### src/source/obi_integrity_pkg.sv
// OBI data port integrity monitor definitions
// Checksum layout, register map, record depth and fault group codes
`default_nettype none

package obi_integrity_pkg;

  // OBI bus widths
  localparam int OBI_ADDR_W = 32;
  localparam int OBI_DATA_W = 32;
  localparam int OBI_BE_W   = OBI_DATA_W / 8;

  // Checksum widths, rchk bit 4 covers err and exokay
  localparam int ACHK_W         = 13;
  localparam int RCHK_W         = 5;
  localparam int RCHK_STORE_BIT = 4;

  // Wishbone register map, word addresses
  localparam int WB_ADDR_W = 3;
  localparam int WB_DATA_W = 32;
  localparam logic [WB_ADDR_W-1:0] REG_CTRL     = 3'd0;
  localparam logic [WB_ADDR_W-1:0] REG_STATUS   = 3'd1;
  localparam logic [WB_ADDR_W-1:0] REG_PAR_CNT  = 3'd2;
  localparam logic [WB_ADDR_W-1:0] REG_ACHK_CNT = 3'd3;
  localparam logic [WB_ADDR_W-1:0] REG_RCHK_CNT = 3'd4;
  localparam int CTRL_EN_BIT  = 0;
  localparam int CTRL_CLR_BIT = 1;
  localparam int CNT_W        = 16;

  // Outstanding request record
  localparam int OBI_MAX_OUTSTANDING = 2;
  localparam int REC_PTR_W = (OBI_MAX_OUTSTANDING > 1) ? $clog2(OBI_MAX_OUTSTANDING) : 1;
  localparam int REC_CNT_W = $clog2(OBI_MAX_OUTSTANDING + 1);

  // Fault group codes, also reported in STATUS[3:1]
  localparam int GRP_W = 3;
  localparam logic [GRP_W-1:0] GRP_NONE       = 3'd0;
  localparam logic [GRP_W-1:0] GRP_PARITY     = 3'd1;
  localparam logic [GRP_W-1:0] GRP_ACHK_WDATA = 3'd2;
  localparam logic [GRP_W-1:0] GRP_ACHK_CTRL  = 3'd3;
  localparam logic [GRP_W-1:0] GRP_ACHK_ADDR  = 3'd4;
  localparam logic [GRP_W-1:0] GRP_RCHK       = 3'd5;

  // Request checksum, seen flat or as parity groups (MSB first)
  typedef union packed {
    logic [ACHK_W-1:0] flat;
    struct packed {
      logic [3:0] wdata_par;
      logic       dbg_ipar;
      logic       atop_par;
      logic       mid_par;
      logic       bewe_ipar;
      logic       protmem_ipar;
      logic [3:0] addr_par;
    } fld;
  } achk_u;

endpackage

`default_nettype wire

### src/source/obi_handshake_decode.sv
// OBI handshake parity check and outstanding request record
// Tracks we, integrity enable and grant parity faults per accepted request
`default_nettype none

module obi_handshake_decode
  import obi_integrity_pkg::*;
(
  input  wire  clk_i,
  input  wire  rst_n_i,
  input  wire  req_i,
  input  wire  reqpar_i,
  input  wire  gnt_i,
  input  wire  gntpar_i,
  input  wire  rvalid_i,
  input  wire  rvalidpar_i,
  input  wire  we_i,
  input  wire  integrity_en_i,
  output logic par_fault_o,
  output logic resp_we_o,
  output logic resp_had_integrity_o,
  output logic gnt_fault_resp_o
);

  logic accept;
  logic req_fault;
  logic gnt_fault;
  logic rvalid_fault;
  logic gnt_fault_pend_q;
  logic gnt_fault_push;

  // Record payload and circular pointers
  logic                 rec_we    [OBI_MAX_OUTSTANDING];
  logic                 rec_integ [OBI_MAX_OUTSTANDING];
  logic                 rec_gntf  [OBI_MAX_OUTSTANDING];
  logic [REC_PTR_W-1:0] wr_ptr_q;
  logic [REC_PTR_W-1:0] rd_ptr_q;
  logic [REC_CNT_W-1:0] count_q;

  // Parity line must be the complement of its signal
  assign req_fault    = (reqpar_i == req_i);
  assign gnt_fault    = (gntpar_i == gnt_i);
  assign rvalid_fault = (rvalidpar_i == rvalid_i);
  assign par_fault_o  = req_fault | gnt_fault | rvalid_fault;

  assign accept = req_i & gnt_i;

  // A grant fault while the request waits belongs to that request
  assign gnt_fault_push = gnt_fault | gnt_fault_pend_q;

  always_ff @(posedge clk_i) begin
    if (!rst_n_i) begin
      gnt_fault_pend_q <= 1'b0;
    end else if (accept) begin
      gnt_fault_pend_q <= 1'b0;
    end else if (req_i && gnt_fault) begin
      gnt_fault_pend_q <= 1'b1;
    end
  end

  always_ff @(posedge clk_i) begin
    if (accept) begin
      rec_we[wr_ptr_q]    <= we_i;
      rec_integ[wr_ptr_q] <= integrity_en_i;
      rec_gntf[wr_ptr_q]  <= gnt_fault_push;
    end
  end

  always_ff @(posedge clk_i) begin
    if (!rst_n_i) begin
      wr_ptr_q <= '0;
      rd_ptr_q <= '0;
      count_q  <= '0;
    end else begin
      if (accept) begin
        wr_ptr_q <= (wr_ptr_q == REC_PTR_W'(OBI_MAX_OUTSTANDING - 1)) ? '0 : wr_ptr_q + 1'b1;
      end
      if (rvalid_i) begin
        rd_ptr_q <= (rd_ptr_q == REC_PTR_W'(OBI_MAX_OUTSTANDING - 1)) ? '0 : rd_ptr_q + 1'b1;
      end
      case ({accept, rvalid_i})
        2'b10:   count_q <= count_q + 1'b1;
        2'b01:   count_q <= count_q - 1'b1;
        default: count_q <= count_q;
      endcase
    end
  end

  // Oldest open request describes the current response
  assign resp_we_o            = rec_we[rd_ptr_q];
  assign resp_had_integrity_o = rec_integ[rd_ptr_q];
  assign gnt_fault_resp_o     = rec_gntf[rd_ptr_q];

  // Responses need an earlier accept still open
  a_rvalid_has_request: assert property (
    @(posedge clk_i) disable iff (!rst_n_i)
    rvalid_i |-> (count_q != '0)
  ) else $error("rvalid with no outstanding OBI request");

  a_accept_not_full: assert property (
    @(posedge clk_i) disable iff (!rst_n_i)
    accept |-> (count_q != REC_CNT_W'(OBI_MAX_OUTSTANDING))
  ) else $error("OBI accept with the outstanding record full");

endmodule

`default_nettype wire

### src/source/obi_checksum_execute.sv
// OBI checksum recompute and compare
// Checks achk on each accepted request and rchk on each response
`default_nettype none

module obi_checksum_execute
  import obi_integrity_pkg::*;
(
  input  wire                    clk_i,
  input  wire                    rst_n_i,
  input  wire                    req_i,
  input  wire                    gnt_i,
  input  wire [OBI_ADDR_W-1:0]   addr_i,
  input  wire [OBI_DATA_W-1:0]   wdata_i,
  input  wire [OBI_BE_W-1:0]     be_i,
  input  wire                    we_i,
  input  wire [2:0]              prot_i,
  input  wire [1:0]              memtype_i,
  input  wire                    dbg_i,
  input  wire [ACHK_W-1:0]       achk_i,
  input  wire                    rvalid_i,
  input  wire [OBI_DATA_W-1:0]   rdata_i,
  input  wire                    err_i,
  input  wire [RCHK_W-1:0]       rchk_i,
  input  wire                    resp_we_i,
  input  wire                    resp_had_integrity_i,
  input  wire                    integrity_en_i,
  output logic                   achk_fault_o,
  output logic [GRP_W-1:0]       achk_group_o,
  output logic                   rchk_fault_o
);

  achk_u             achk_exp;
  achk_u             achk_got;
  achk_u             achk_diff;
  logic [GRP_W-1:0]  diff_group;
  logic [RCHK_W-1:0] rchk_exp;
  logic              rchk_load_mis;
  logic              rchk_store_mis;

  // Parity of each byte, high byte in the top bit
  function automatic logic [3:0] byte_par(input logic [31:0] word);
    logic [3:0] par;
    for (int i = 0; i < 4; i++) begin
      par[i] = ^word[8*i +: 8];
    end
    return par;
  endfunction

  // Expected request checksum, atop and mid are fixed zero
  always_comb begin
    achk_exp                  = '0;
    achk_exp.fld.wdata_par    = byte_par(wdata_i);
    achk_exp.fld.dbg_ipar     = ~dbg_i;
    achk_exp.fld.atop_par     = 1'b0;
    achk_exp.fld.mid_par      = 1'b0;
    achk_exp.fld.bewe_ipar    = ~^{be_i, we_i};
    achk_exp.fld.protmem_ipar = ~^{prot_i, memtype_i};
    achk_exp.fld.addr_par     = byte_par(addr_i);
  end

  assign achk_got       = achk_i;
  assign achk_diff.flat = achk_exp.flat ^ achk_got.flat;
  assign achk_fault_o   = req_i & gnt_i & integrity_en_i & (|achk_diff.flat);

  // Name the first mismatching group, wdata before control before address
  always_comb begin
    if (|achk_diff.fld.wdata_par) begin
      diff_group = GRP_ACHK_WDATA;
    end else if (|{achk_diff.fld.dbg_ipar, achk_diff.fld.atop_par, achk_diff.fld.mid_par,
                   achk_diff.fld.bewe_ipar, achk_diff.fld.protmem_ipar}) begin
      diff_group = GRP_ACHK_CTRL;
    end else if (|achk_diff.fld.addr_par) begin
      diff_group = GRP_ACHK_ADDR;
    end else begin
      diff_group = GRP_NONE;
    end
  end

  assign achk_group_o = achk_fault_o ? diff_group : GRP_NONE;

  // Expected response checksum, exokay is fixed zero
  assign rchk_exp = {^{err_i, 1'b0}, byte_par(rdata_i)};

  assign rchk_load_mis  = (rchk_exp != rchk_i);
  assign rchk_store_mis = (rchk_exp[RCHK_STORE_BIT] != rchk_i[RCHK_STORE_BIT]);

  // Stores only carry err and exokay in rchk
  assign rchk_fault_o = rvalid_i & resp_had_integrity_i &
                        (resp_we_i ? rchk_store_mis : rchk_load_mis);

  // Flat compare and group decode must agree on every achk fault
  a_achk_fault_on_accept: assert property (
    @(posedge clk_i) disable iff (!rst_n_i)
    achk_fault_o |-> (req_i && gnt_i && achk_group_o != GRP_NONE)
  ) else $error("achk fault without an accept or without a group");

endmodule

`default_nettype wire

### src/source/obi_alert_result.sv
// Integrity alert, fault counters and Wishbone register slave
// Sticky major alert, saturating counters, CTRL and STATUS registers
`default_nettype none

module obi_alert_result
  import obi_integrity_pkg::*;
(
  input  wire                  clk_i,
  input  wire                  rst_n_i,
  input  wire                  rvalid_i,
  input  wire                  rvalidpar_i,
  input  wire                  par_fault_i,
  input  wire                  gnt_fault_resp_i,
  input  wire                  achk_fault_i,
  input  wire [GRP_W-1:0]      achk_group_i,
  input  wire                  rchk_fault_i,
  input  wire                  wb_cyc_i,
  input  wire                  wb_stb_i,
  input  wire                  wb_we_i,
  input  wire [WB_ADDR_W-1:0]  wb_adr_i,
  input  wire [WB_DATA_W-1:0]  wb_dat_i,
  output logic [WB_DATA_W-1:0] wb_dat_o,
  output logic                 wb_ack_o,
  output logic                 integrity_en_o,
  output logic                 alert_major_o,
  output logic                 resp_integrity_err_o
);

  logic                 ack_d;
  logic                 ack_q;
  logic                 wr_en;
  logic                 ctrl_wr;
  logic                 clr;
  logic                 any_fault;
  logic [GRP_W-1:0]     fault_grp;
  logic                 en_q;
  logic                 alert_q;
  logic [GRP_W-1:0]     grp_q;
  logic [CNT_W-1:0]     par_cnt_q;
  logic [CNT_W-1:0]     achk_cnt_q;
  logic [CNT_W-1:0]     rchk_cnt_q;
  logic [WB_DATA_W-1:0] rd_data;
  logic [WB_DATA_W-1:0] dat_q;

  function automatic logic [CNT_W-1:0] sat_inc(input logic [CNT_W-1:0] cnt);
    return (cnt == '1) ? cnt : cnt + 1'b1;
  endfunction

  // Per-response integrity flag
  assign resp_integrity_err_o = rvalid_i &
                                ((rvalidpar_i == rvalid_i) | gnt_fault_resp_i | rchk_fault_i);

  // Ack lasts one cycle and is followed by a low cycle
  assign ack_d = wb_cyc_i & wb_stb_i & ~ack_q;

  always_ff @(posedge clk_i) begin
    if (!rst_n_i) begin
      ack_q <= 1'b0;
    end else begin
      ack_q <= ack_d;
    end
  end

  assign wr_en   = ack_q & wb_cyc_i & wb_stb_i & wb_we_i;
  assign ctrl_wr = wr_en & (wb_adr_i == REG_CTRL);
  assign clr     = ctrl_wr & wb_dat_i[CTRL_CLR_BIT];

  // Parity faults win the group code, then achk, then rchk
  assign any_fault = par_fault_i | achk_fault_i | rchk_fault_i;
  always_comb begin
    if (par_fault_i) begin
      fault_grp = GRP_PARITY;
    end else if (achk_fault_i) begin
      fault_grp = achk_group_i;
    end else begin
      fault_grp = GRP_RCHK;
    end
  end

  always_ff @(posedge clk_i) begin
    if (!rst_n_i) begin
      en_q <= 1'b1;
    end else if (ctrl_wr) begin
      en_q <= wb_dat_i[CTRL_EN_BIT];
    end
  end

  always_ff @(posedge clk_i) begin
    if (!rst_n_i || clr) begin
      alert_q    <= 1'b0;
      grp_q      <= GRP_NONE;
      par_cnt_q  <= '0;
      achk_cnt_q <= '0;
      rchk_cnt_q <= '0;
    end else begin
      if (any_fault) begin
        alert_q <= 1'b1;
        grp_q   <= fault_grp;
      end
      if (par_fault_i) begin
        par_cnt_q <= sat_inc(par_cnt_q);
      end
      if (achk_fault_i) begin
        achk_cnt_q <= sat_inc(achk_cnt_q);
      end
      if (rchk_fault_i) begin
        rchk_cnt_q <= sat_inc(rchk_cnt_q);
      end
    end
  end

  always_comb begin
    rd_data = '0;
    case (wb_adr_i)
      REG_CTRL:     rd_data[CTRL_EN_BIT] = en_q;
      REG_STATUS:   rd_data[GRP_W:0] = {grp_q, alert_q};
      REG_PAR_CNT:  rd_data[CNT_W-1:0] = par_cnt_q;
      REG_ACHK_CNT: rd_data[CNT_W-1:0] = achk_cnt_q;
      REG_RCHK_CNT: rd_data[CNT_W-1:0] = rchk_cnt_q;
      default:      rd_data = '0;
    endcase
  end

  // Read data captured as ack rises
  always_ff @(posedge clk_i) begin
    if (ack_d) begin
      dat_q <= rd_data;
    end
  end

  assign wb_dat_o       = dat_q;
  assign wb_ack_o       = ack_q;
  assign integrity_en_o = en_q;
  assign alert_major_o  = alert_q;

  a_ack_follows_strobe: assert property (
    @(posedge clk_i) disable iff (!rst_n_i)
    wb_ack_o |-> $past(wb_cyc_i && wb_stb_i)
  ) else $error("Wishbone ack without a preceding cycle and strobe");

endmodule

`default_nettype wire

### src/source/obi_integrity_top.sv
// OBI data port integrity monitor top level
// Connects handshake decode, checksum execute and alert result stages
`default_nettype none

module obi_integrity_top
  import obi_integrity_pkg::*;
(
  input  wire                  clk_i,
  input  wire                  rst_n_i,
  // OBI data port, observed only
  input  wire                  req_i,
  input  wire                  reqpar_i,
  input  wire                  gnt_i,
  input  wire                  gntpar_i,
  input  wire [OBI_ADDR_W-1:0] addr_i,
  input  wire [OBI_DATA_W-1:0] wdata_i,
  input  wire [OBI_BE_W-1:0]   be_i,
  input  wire                  we_i,
  input  wire [2:0]            prot_i,
  input  wire [1:0]            memtype_i,
  input  wire                  dbg_i,
  input  wire [ACHK_W-1:0]     achk_i,
  input  wire                  rvalid_i,
  input  wire                  rvalidpar_i,
  input  wire [OBI_DATA_W-1:0] rdata_i,
  input  wire                  err_i,
  input  wire [RCHK_W-1:0]     rchk_i,
  // Wishbone classic slave
  input  wire                  wb_cyc_i,
  input  wire                  wb_stb_i,
  input  wire                  wb_we_i,
  input  wire [WB_ADDR_W-1:0]  wb_adr_i,
  input  wire [WB_DATA_W-1:0]  wb_dat_i,
  output logic [WB_DATA_W-1:0] wb_dat_o,
  output logic                 wb_ack_o,
  output logic                 alert_major_o,
  output logic                 resp_integrity_err_o
);

  logic             integrity_en;
  logic             par_fault;
  logic             resp_we;
  logic             resp_had_integrity;
  logic             gnt_fault_resp;
  logic             achk_fault;
  logic [GRP_W-1:0] achk_group;
  logic             rchk_fault;

  obi_handshake_decode u_decode (
    .clk_i, .rst_n_i, .req_i, .reqpar_i, .gnt_i, .gntpar_i, .rvalid_i, .rvalidpar_i, .we_i,
    .integrity_en_i       (integrity_en),
    .par_fault_o          (par_fault),
    .resp_we_o            (resp_we),
    .resp_had_integrity_o (resp_had_integrity),
    .gnt_fault_resp_o     (gnt_fault_resp)
  );

  obi_checksum_execute u_execute (
    .clk_i, .rst_n_i, .req_i, .gnt_i, .addr_i, .wdata_i, .be_i, .we_i, .prot_i, .memtype_i,
    .dbg_i, .achk_i, .rvalid_i, .rdata_i, .err_i, .rchk_i,
    .resp_we_i            (resp_we),
    .resp_had_integrity_i (resp_had_integrity),
    .integrity_en_i       (integrity_en),
    .achk_fault_o         (achk_fault),
    .achk_group_o         (achk_group),
    .rchk_fault_o         (rchk_fault)
  );

  obi_alert_result u_result (
    .clk_i, .rst_n_i, .rvalid_i, .rvalidpar_i,
    .par_fault_i          (par_fault),
    .gnt_fault_resp_i     (gnt_fault_resp),
    .achk_fault_i         (achk_fault),
    .achk_group_i         (achk_group),
    .rchk_fault_i         (rchk_fault),
    .wb_cyc_i, .wb_stb_i, .wb_we_i, .wb_adr_i, .wb_dat_i, .wb_dat_o, .wb_ack_o,
    .integrity_en_o       (integrity_en),
    .alert_major_o, .resp_integrity_err_o
  );

endmodule

`default_nettype wire

### config.mk
export PLATFORM = sky130hd
export DESIGN_NAME = obi_integrity_top
export DESIGN_NICKNAME = d
export VERILOG_FILES = /design/src/source/obi_integrity_pkg.sv /design/src/source/obi_handshake_decode.sv /design/src/source/obi_checksum_execute.sv /design/src/source/obi_alert_result.sv /design/src/source/obi_integrity_top.sv
export SDC_FILE = /design/constraint.sdc
export NUM_CORES = 1
export LEC_CHECK = 0
export BUFFER_PORTS_ARGS = -buffer_cell sky130_fd_sc_hd__buf_2
export CAP_MARGIN = 20
export CORE_MARGIN = 2
export CORE_UTILIZATION = 45
export CTS_CLUSTER_DIAMETER = 100
export DETAILED_ROUTE_END_ITERATION = 6
export GPL_ROUTABILITY_DRIVEN = 0
export HOLD_SLACK_MARGIN = 0.15
export PLACE_DENSITY_LB_ADDON = 0.3
export SYNTH_ARGS = -nofsm -noshare
export SYNTH_HDL_FRONTEND = slang
export SYNTH_HIERARCHICAL = 1
export SYNTH_SLANG_ARGS = --single-unit
### constraint.sdc
create_clock -name clk_i -period 2.29 [get_ports clk_i]
set_input_delay 0.1145 -clock clk_i [delete_from_list [all_inputs] [get_ports clk_i]]
set_output_delay 0.1145 -clock clk_i [all_outputs]
set_load 0.03 [all_outputs]
==> flow_summary.ini, run 1 <==
[status]
outcome = complete, no violations

[detailed_routing]
dr_total_vias = 4940
vias_per_cell = 5.49
wl_per_cell_um = 15.1
dr.pass1.iters = 4
drt-total-wl_um = 13600
drc = 0
drtAntennaViolNets = 0
dr.first_iter.drc_count = 190

[placed_design]
dpl_worst_slack_ns = -0.306
portBuffers = 160
dp_hpwl_um = 10500
dp.cells = 872

[global_routing]
grt_pass1_vias = 4786
grt_start_max_net_pins = 32
grt_pass1_wl_um = 22300
gr-total-overflow = 0
antenna_found_initial = 1
grt_usage_pct = 21.6

[yosys]
synthCells = 569
ys_ff_latch = 80
syn_avg_cell_area_um2 = 9.29
syn_area_mm2 = 0.00528
ys_warn_count = 6
postSynth.asyncResetShare_pct = 0
synth_ff_type = dfxtp_1
synth-edff-count = 22
ys_seq_area_share_pct = 34.5
synth_cell_types = 64

[flow_run]
cap_violations = 0

[floorplanning]
num_rows = 39
initial_core_util_pct = 46.3
core_mm2 = 0.0114
io-pin-count = 207
dieArea_mm2 = 0.0126
dieHeight_um = 112
fp.dieW_um = 112

[layout]
stdcell_count = 899
final_common_cell = buf_2
drive_gt1_share_pct = 30.2
syn2layout_area_growth_pct = 27.8
final_cell_mix = 160 x buf_2, 67 x xnor2_1, 57 x dfxtp_1, 50 x nand2_1, 37 x o21ai_0
fin_nets = 925

[min_path]
min_path_type = in -> reg

[clocking]
cts.sinks = 80
cts.path.max_buffers = 2
htree_levels = 3
clock_latency_ns = 0.33
numCtsBuffers = 9
cts-root-buf = clkbuf_16
clk_pin_slew_ns = 0.06
cts_tree = yes

[pwr]
power_density_mw_per_mm2 = 566
leakagePower_nw = 2.73
ir_drop_v = 0.000370
fin_total_pwr_mw = 3.82

[timing]
max_freq_ghz = 0.454
worst_slew_pin_slew_ns = 0.744
fin_skew_ns = 0.00834
fin_tns_setup_ns = 0
layout_setup_ws_ns = 0.0865
min_period_ns = 2.20
setup_viol = 0
rsz0062_at_grt = true
maxSlewHeadroom_pct = 50.4
final_max_slew_viol_count = 0
hold_slack_ns = 0.207
hold_violations = 0
fin_crit_sh_pct = 96.2

[setup_path]
critical_path_class = reg -> reg
critical_path_required_ns = 2.55
startpoint_type = flop
critPathBufInv = 2
critical-path-slowest-cell = or3_4
end_kind = flop
cp.arrival_ns = 2.46
cp_top_family = simple AND/OR/NAND/NOR gates
crit_chain = mux2_2, a41o_1, a21oi_2, buf_4, and3_4, nand3_1, buf_4, or3_4, a21oi_2
slowest_delay_ns = 0.36
crit_path_max_fanout = 4
[power breakdown]
part	internal (mW)	leakage, nW	total (mW)	switching, mW
Sequential	1.49	0.668	1.52	0.0262
Combinational	0.468	1.92	0.882	0.415
Clock	0.863	0.152	1.42	0.559
Total	2.82	2.73	3.82	1.00
[metrics by stage]
step | cell area, µm² | util [%]
after CTS | 6700 | 58.7
after detailed placement | 6310 | 55.2
after global placement | 6310 | 55.2
after floorplan | 5350 | -
after global routing | 6750 | 59.1
final | 6750 | 59.1
[state kept, by name (all words and copies together), names as in the netlist, 2 cells and up, named ones only]
signal	flops
u_result/achk_cnt_q	16
u_result/grp_q	3
u_decode/rec_integ	2
u_result/wb_dat_o	16
u_result/rchk_cnt_q	16
u_decode/rec_we	2
u_decode/rec_gntf	2
u_result/par_cnt_q	16
[per-layer routing]
layer | vias to the layer above | global-route usage, % | wire length [µm]
met2 | 171 | 38.4 | 7100
met1 | 2334 | 26.3 | 5590
met5 | - | 0 | 0
met3 | 16 | 3.73 | 733
li1 | 2419 | - | -
met4 | 0 | 7.56 | 187
[timing repair]
action | 4_1_cts | 5_1_grt
hold buffers | 9 | 0
setup endpoints to repair | 0 | 12
buffers inserted | 0 | 1
endpoints found under the hold margin | 10 | 0
resized for setup | 0 | 9
[logic make-up (layout without fill, tap and decap cells)]
family	count (synthesis)	count (layout)	share of synthesized area, %
AOI/OAI and AO/OA	117	117	13.7
and+or+nand+nor	186	186	20.2
adders and majority gates	3	3	0.710
buffers and inverters	51	222	4.93
muxes	29	29	5.87
xor gates and xnor gates	102	102	20.1
other	1	17	0.0710
DFF	80	80	34.5
[path summary, 6_finish.rpt]
path | from | to | slack [ns] | depth (start not counted)
hold reg to reg | u_result/par_cnt_q[1]$_SDFFE_PP0P_ | u_result/par_cnt_q[1]$_SDFFE_PP0P_ | 0.49 | 2
setup / recovery | flop | u_result/rchk_cnt_q[15]$_SDFFE_PP0P_ | 0.09 | 9
setup reg to reg | flop | u_result/rchk_cnt_q[15]$_SDFFE_PP0P_ | 0.09 | 9
hold / removal | rvalid_i | u_decode/rd_ptr_q$_SDFFE_PN0P_ | 0.21 | 3
[worst reg2reg max path: cells and delay by family (launching register included)]
family	cells	cell delay, ns
AND/OR/NAND/NOR	3	0.63
AO/OA/AOI/OAI	3	0.53
multiplexers	1	0.34
buffers and inverters	2	0.30
flip-flops	1	0.33
[final cells by class]
type                            instances  area (µm²)
Antenna cell                            1        2.50
Clock buffer                           13         282
Clock inverter                          3        20.0
Fill cell                             996        4660
Inverter                               11        41.3
Multi-Input combinational cell        453        3320
Sequential cell                        80        1820
Tap cell                              143         179
Timing Repair Buffer                  195        1090
[synthesized netlist by cell type (8+ instances only)]
master	instances	area (µm²)
a21oi_1	35	175
and4_1	9	78.8
buf_4	16	120
clkbuf_1	14	52.6
dfxtp_1	58	1160
edfxtp_1	22	661
inv_1	11	41.3
mux2i_1	22	220
nand2_1	50	188
nand2b_1	10	62.6
nand3_1	16	80.1
nand4_1	19	119
nor2_1	12	45.0
nor3_1	14	70.1
o21ai_0	37	185
or3_1	15	93.8
or4_1	8	60.1
xnor2_1	70	613
xnor3_1	11	248
xor2_1	20	175
Note: power is estimated with default switching activity, not from simulation.
==> run 2, diff against run 1 <==
- CORE_UTILIZATION: 45 -> 34
- RECOVER_POWER: not set -> 50
==> run 2 against run 1 <==
  * Largest cell class unchanged
  * Sequential share of layout area decreased by 0.13 points
  * Utilization decreased by 15 points
  * Combinational power decreased by 0.6%
  * Sequential cell count unchanged
  * Wire length decreased by 5.4%
  * Power decreased by 0.84%
  * Via count decreased by 5.3%
  * Cell count increased by 5.0%
  * Non-clock buffer count increased by 1
  * Maximum frequency increased by 2.7%
  * Worst hold slack got worse by 0.033 ns
==> flow_summary.ini, run 2 (synthesis results as in run 1) <==
[timing]
final_max_slew_viol_count = 0
setup_viol = 0
min_period_ns = 2.14
fin_skew_ns = 0.00937
hold_violations = 0
fin_crit_sh_pct = 93.7
worst_slew_pin_slew_ns = 1.23
maxSlewHeadroom_pct = 17.8
max_freq_ghz = 0.466

[layout]
final_cell_mix = 140 x buf_2, 68 x xnor2_1, 58 x dfxtp_1, 50 x nand2_1, 37 x o21ai_0
diodes = 0
fin_util_pct = 44.6
fin_nets = 926
fillers = 1516
final_common_cell = buf_2
multi_input_area_mm2 = 0.00333
syn2layout_area_growth_pct = 28.4
drive_gt1_share_pct = 27.1
register_area_mm2 = 0.00182

[floorplanning]
fp.dieW_um = 129
dieArea_mm2 = 0.0166
num_rows = 45
io-pin-count = 207
dieHeight_um = 129
initial_core_util_pct = 34.8
core_mm2 = 0.0152

[clocking]
numCtsBuffers = 9
htree_levels = 3
cts_tree = yes
cts.path.max_buffers = 2
cts-root-buf = clkbuf_16
cts.sinks = 80
clock_latency_ns = 0.34
clk_pin_slew_ns = 0.06

[detailed_routing]
drtAntennaViolNets = 0
drt-total-wl_um = 12900
dr.pass1.iters = 4
drc = 0
dr_total_vias = 4679
dr.first_iter.drc_count = 355
vias_per_cell = 4.96
wl_per_cell_um = 13.6

[setup_path]
end_kind = flop
startpoint_type = flop
cp.arrival_ns = 2.41
critical_path_required_ns = 2.56
crit_path_max_fanout = 5
critical_path_class = reg -> reg

[global_routing]
grt_pass1_vias = 4387
grt_pass1_wl_um = 20900
grt_usage_pct = 15.7
antenna_found_initial = 0
grt_start_max_net_pins = 30
grt_busiest_layer = met2
use_met3_pct = 2.25
grt_util_met2_pct = 26.3
gr-usage-met1_pct = 20.6
gr-total-overflow = 0

[pwr]
leakagePower_nw = 2.68
fin_total_pwr_mw = 3.79
power_density_mw_per_mm2 = 559
ir_drop_v = 0.000336

[min_path]
min_path_type = in -> reg

[placed_design]
dp_hpwl_um = 9910
portBuffers = 160

[flow_run]
cap_violations = 0

[status]
outcome = complete, no violations
[run 2: cell count changes in the layout (fill, tap and decap cells not counted), sizes merged]
cell           delta
diode             -1
bufinv            +1
clkbuf           +19
buf              -22
inv               -2
clkdlybuf4s25     +1
clkinvlp          +2
clkinv            +2
[run 2: final cells by class]
class,instances,area share (%)
Clock buffer,10,3.38
Timing Repair Buffer,196,15.7
Multi-Input combinational cell,453,49.1
Sequential cell,80,26.9
Inverter,11,0.609
Clock inverter,6,0.885
Tap cell,188,3.47
[run 2: metrics by stage]
stage               hold slack [ns]  setup WS [ns]  area (µm²)  setup TNS [ns]  cells
floorplan                     0.213        -0.0166        5350         -0.0166    584
global placement              0.376         -0.190        6370           -1.88    918
detailed placement            0.373         -0.281        6370           -2.88    918
CTS                           0.159        0.00976        6760               0    944
global route                  0.193        -0.0269        6780         -0.0269    944
finish                        0.174          0.145        6780               0    944
[run 2: report_power, final]
| part | switching [mW] | total [mW] | leakage, nW | internal, mW |
|---|---|---|---|---|
| combinational | 0.409 | 0.877 | 1.87 | 0.468 |
| clock | 0.559 | 1.40 | 0.138 | 0.838 |
| sequential | 0.0246 | 1.52 | 0.668 | 1.49 |
| total | 0.992 | 3.79 | 2.68 | 2.80 |
[run 2: worst paths after layout]
path	startpoint	endpoint	slack, ns	cells past startpoint
setup / recovery	flop	u_result/rchk_cnt_q[14]$_SDFFE_PP0P_	0.15	8
hold / removal	req_i	u_decode/wr_ptr_q$_SDFFE_PN0N_	0.17	3
hold reg to reg	u_result/rchk_cnt_q[7]$_SDFFE_PP0P_	u_result/rchk_cnt_q[7]$_SDFFE_PP0P_	0.50	2
setup reg to reg	flop	u_result/rchk_cnt_q[14]$_SDFFE_PP0P_	0.15	8
[run 2: worst max-delay path: stages, from the launching register on]
cell and delay, ns:
dfxtp_1 0.34, mux2_2 0.34, a41o_1 0.23, a21oi_4 0.16, buf_4 0.14, and4_1 0.22, o211ai_1 0.16, or3_1 0.34
a21oi_1 0.14
[run 2: what timing repair did]
| item | 4_1_cts | 5_1_grt |
|---|---|---|
| pin swaps | 0 | 5 |
| endpoints found under the hold margin | 10 | 0 |
| endpoints found under the setup margin | 2 | 17 |
| setup buffers | 0 | 1 |
| gates resized for setup | 1 | 11 |
| hold buffers | 10 | 0 |
[run 2: metal layers]
| layer | vias up | part of all wire, % | wire [µm] |
|---|---|---|---|
| li1 | 2416 | - | - |
| met1 | 2156 | 47 | 6030 |
| met2 | 101 | 48 | 6210 |
| met3 | 6 | 4.0 | 511 |
| met4 | 0 | 0.85 | 110 |
| met5 | - | 0 | 0 |
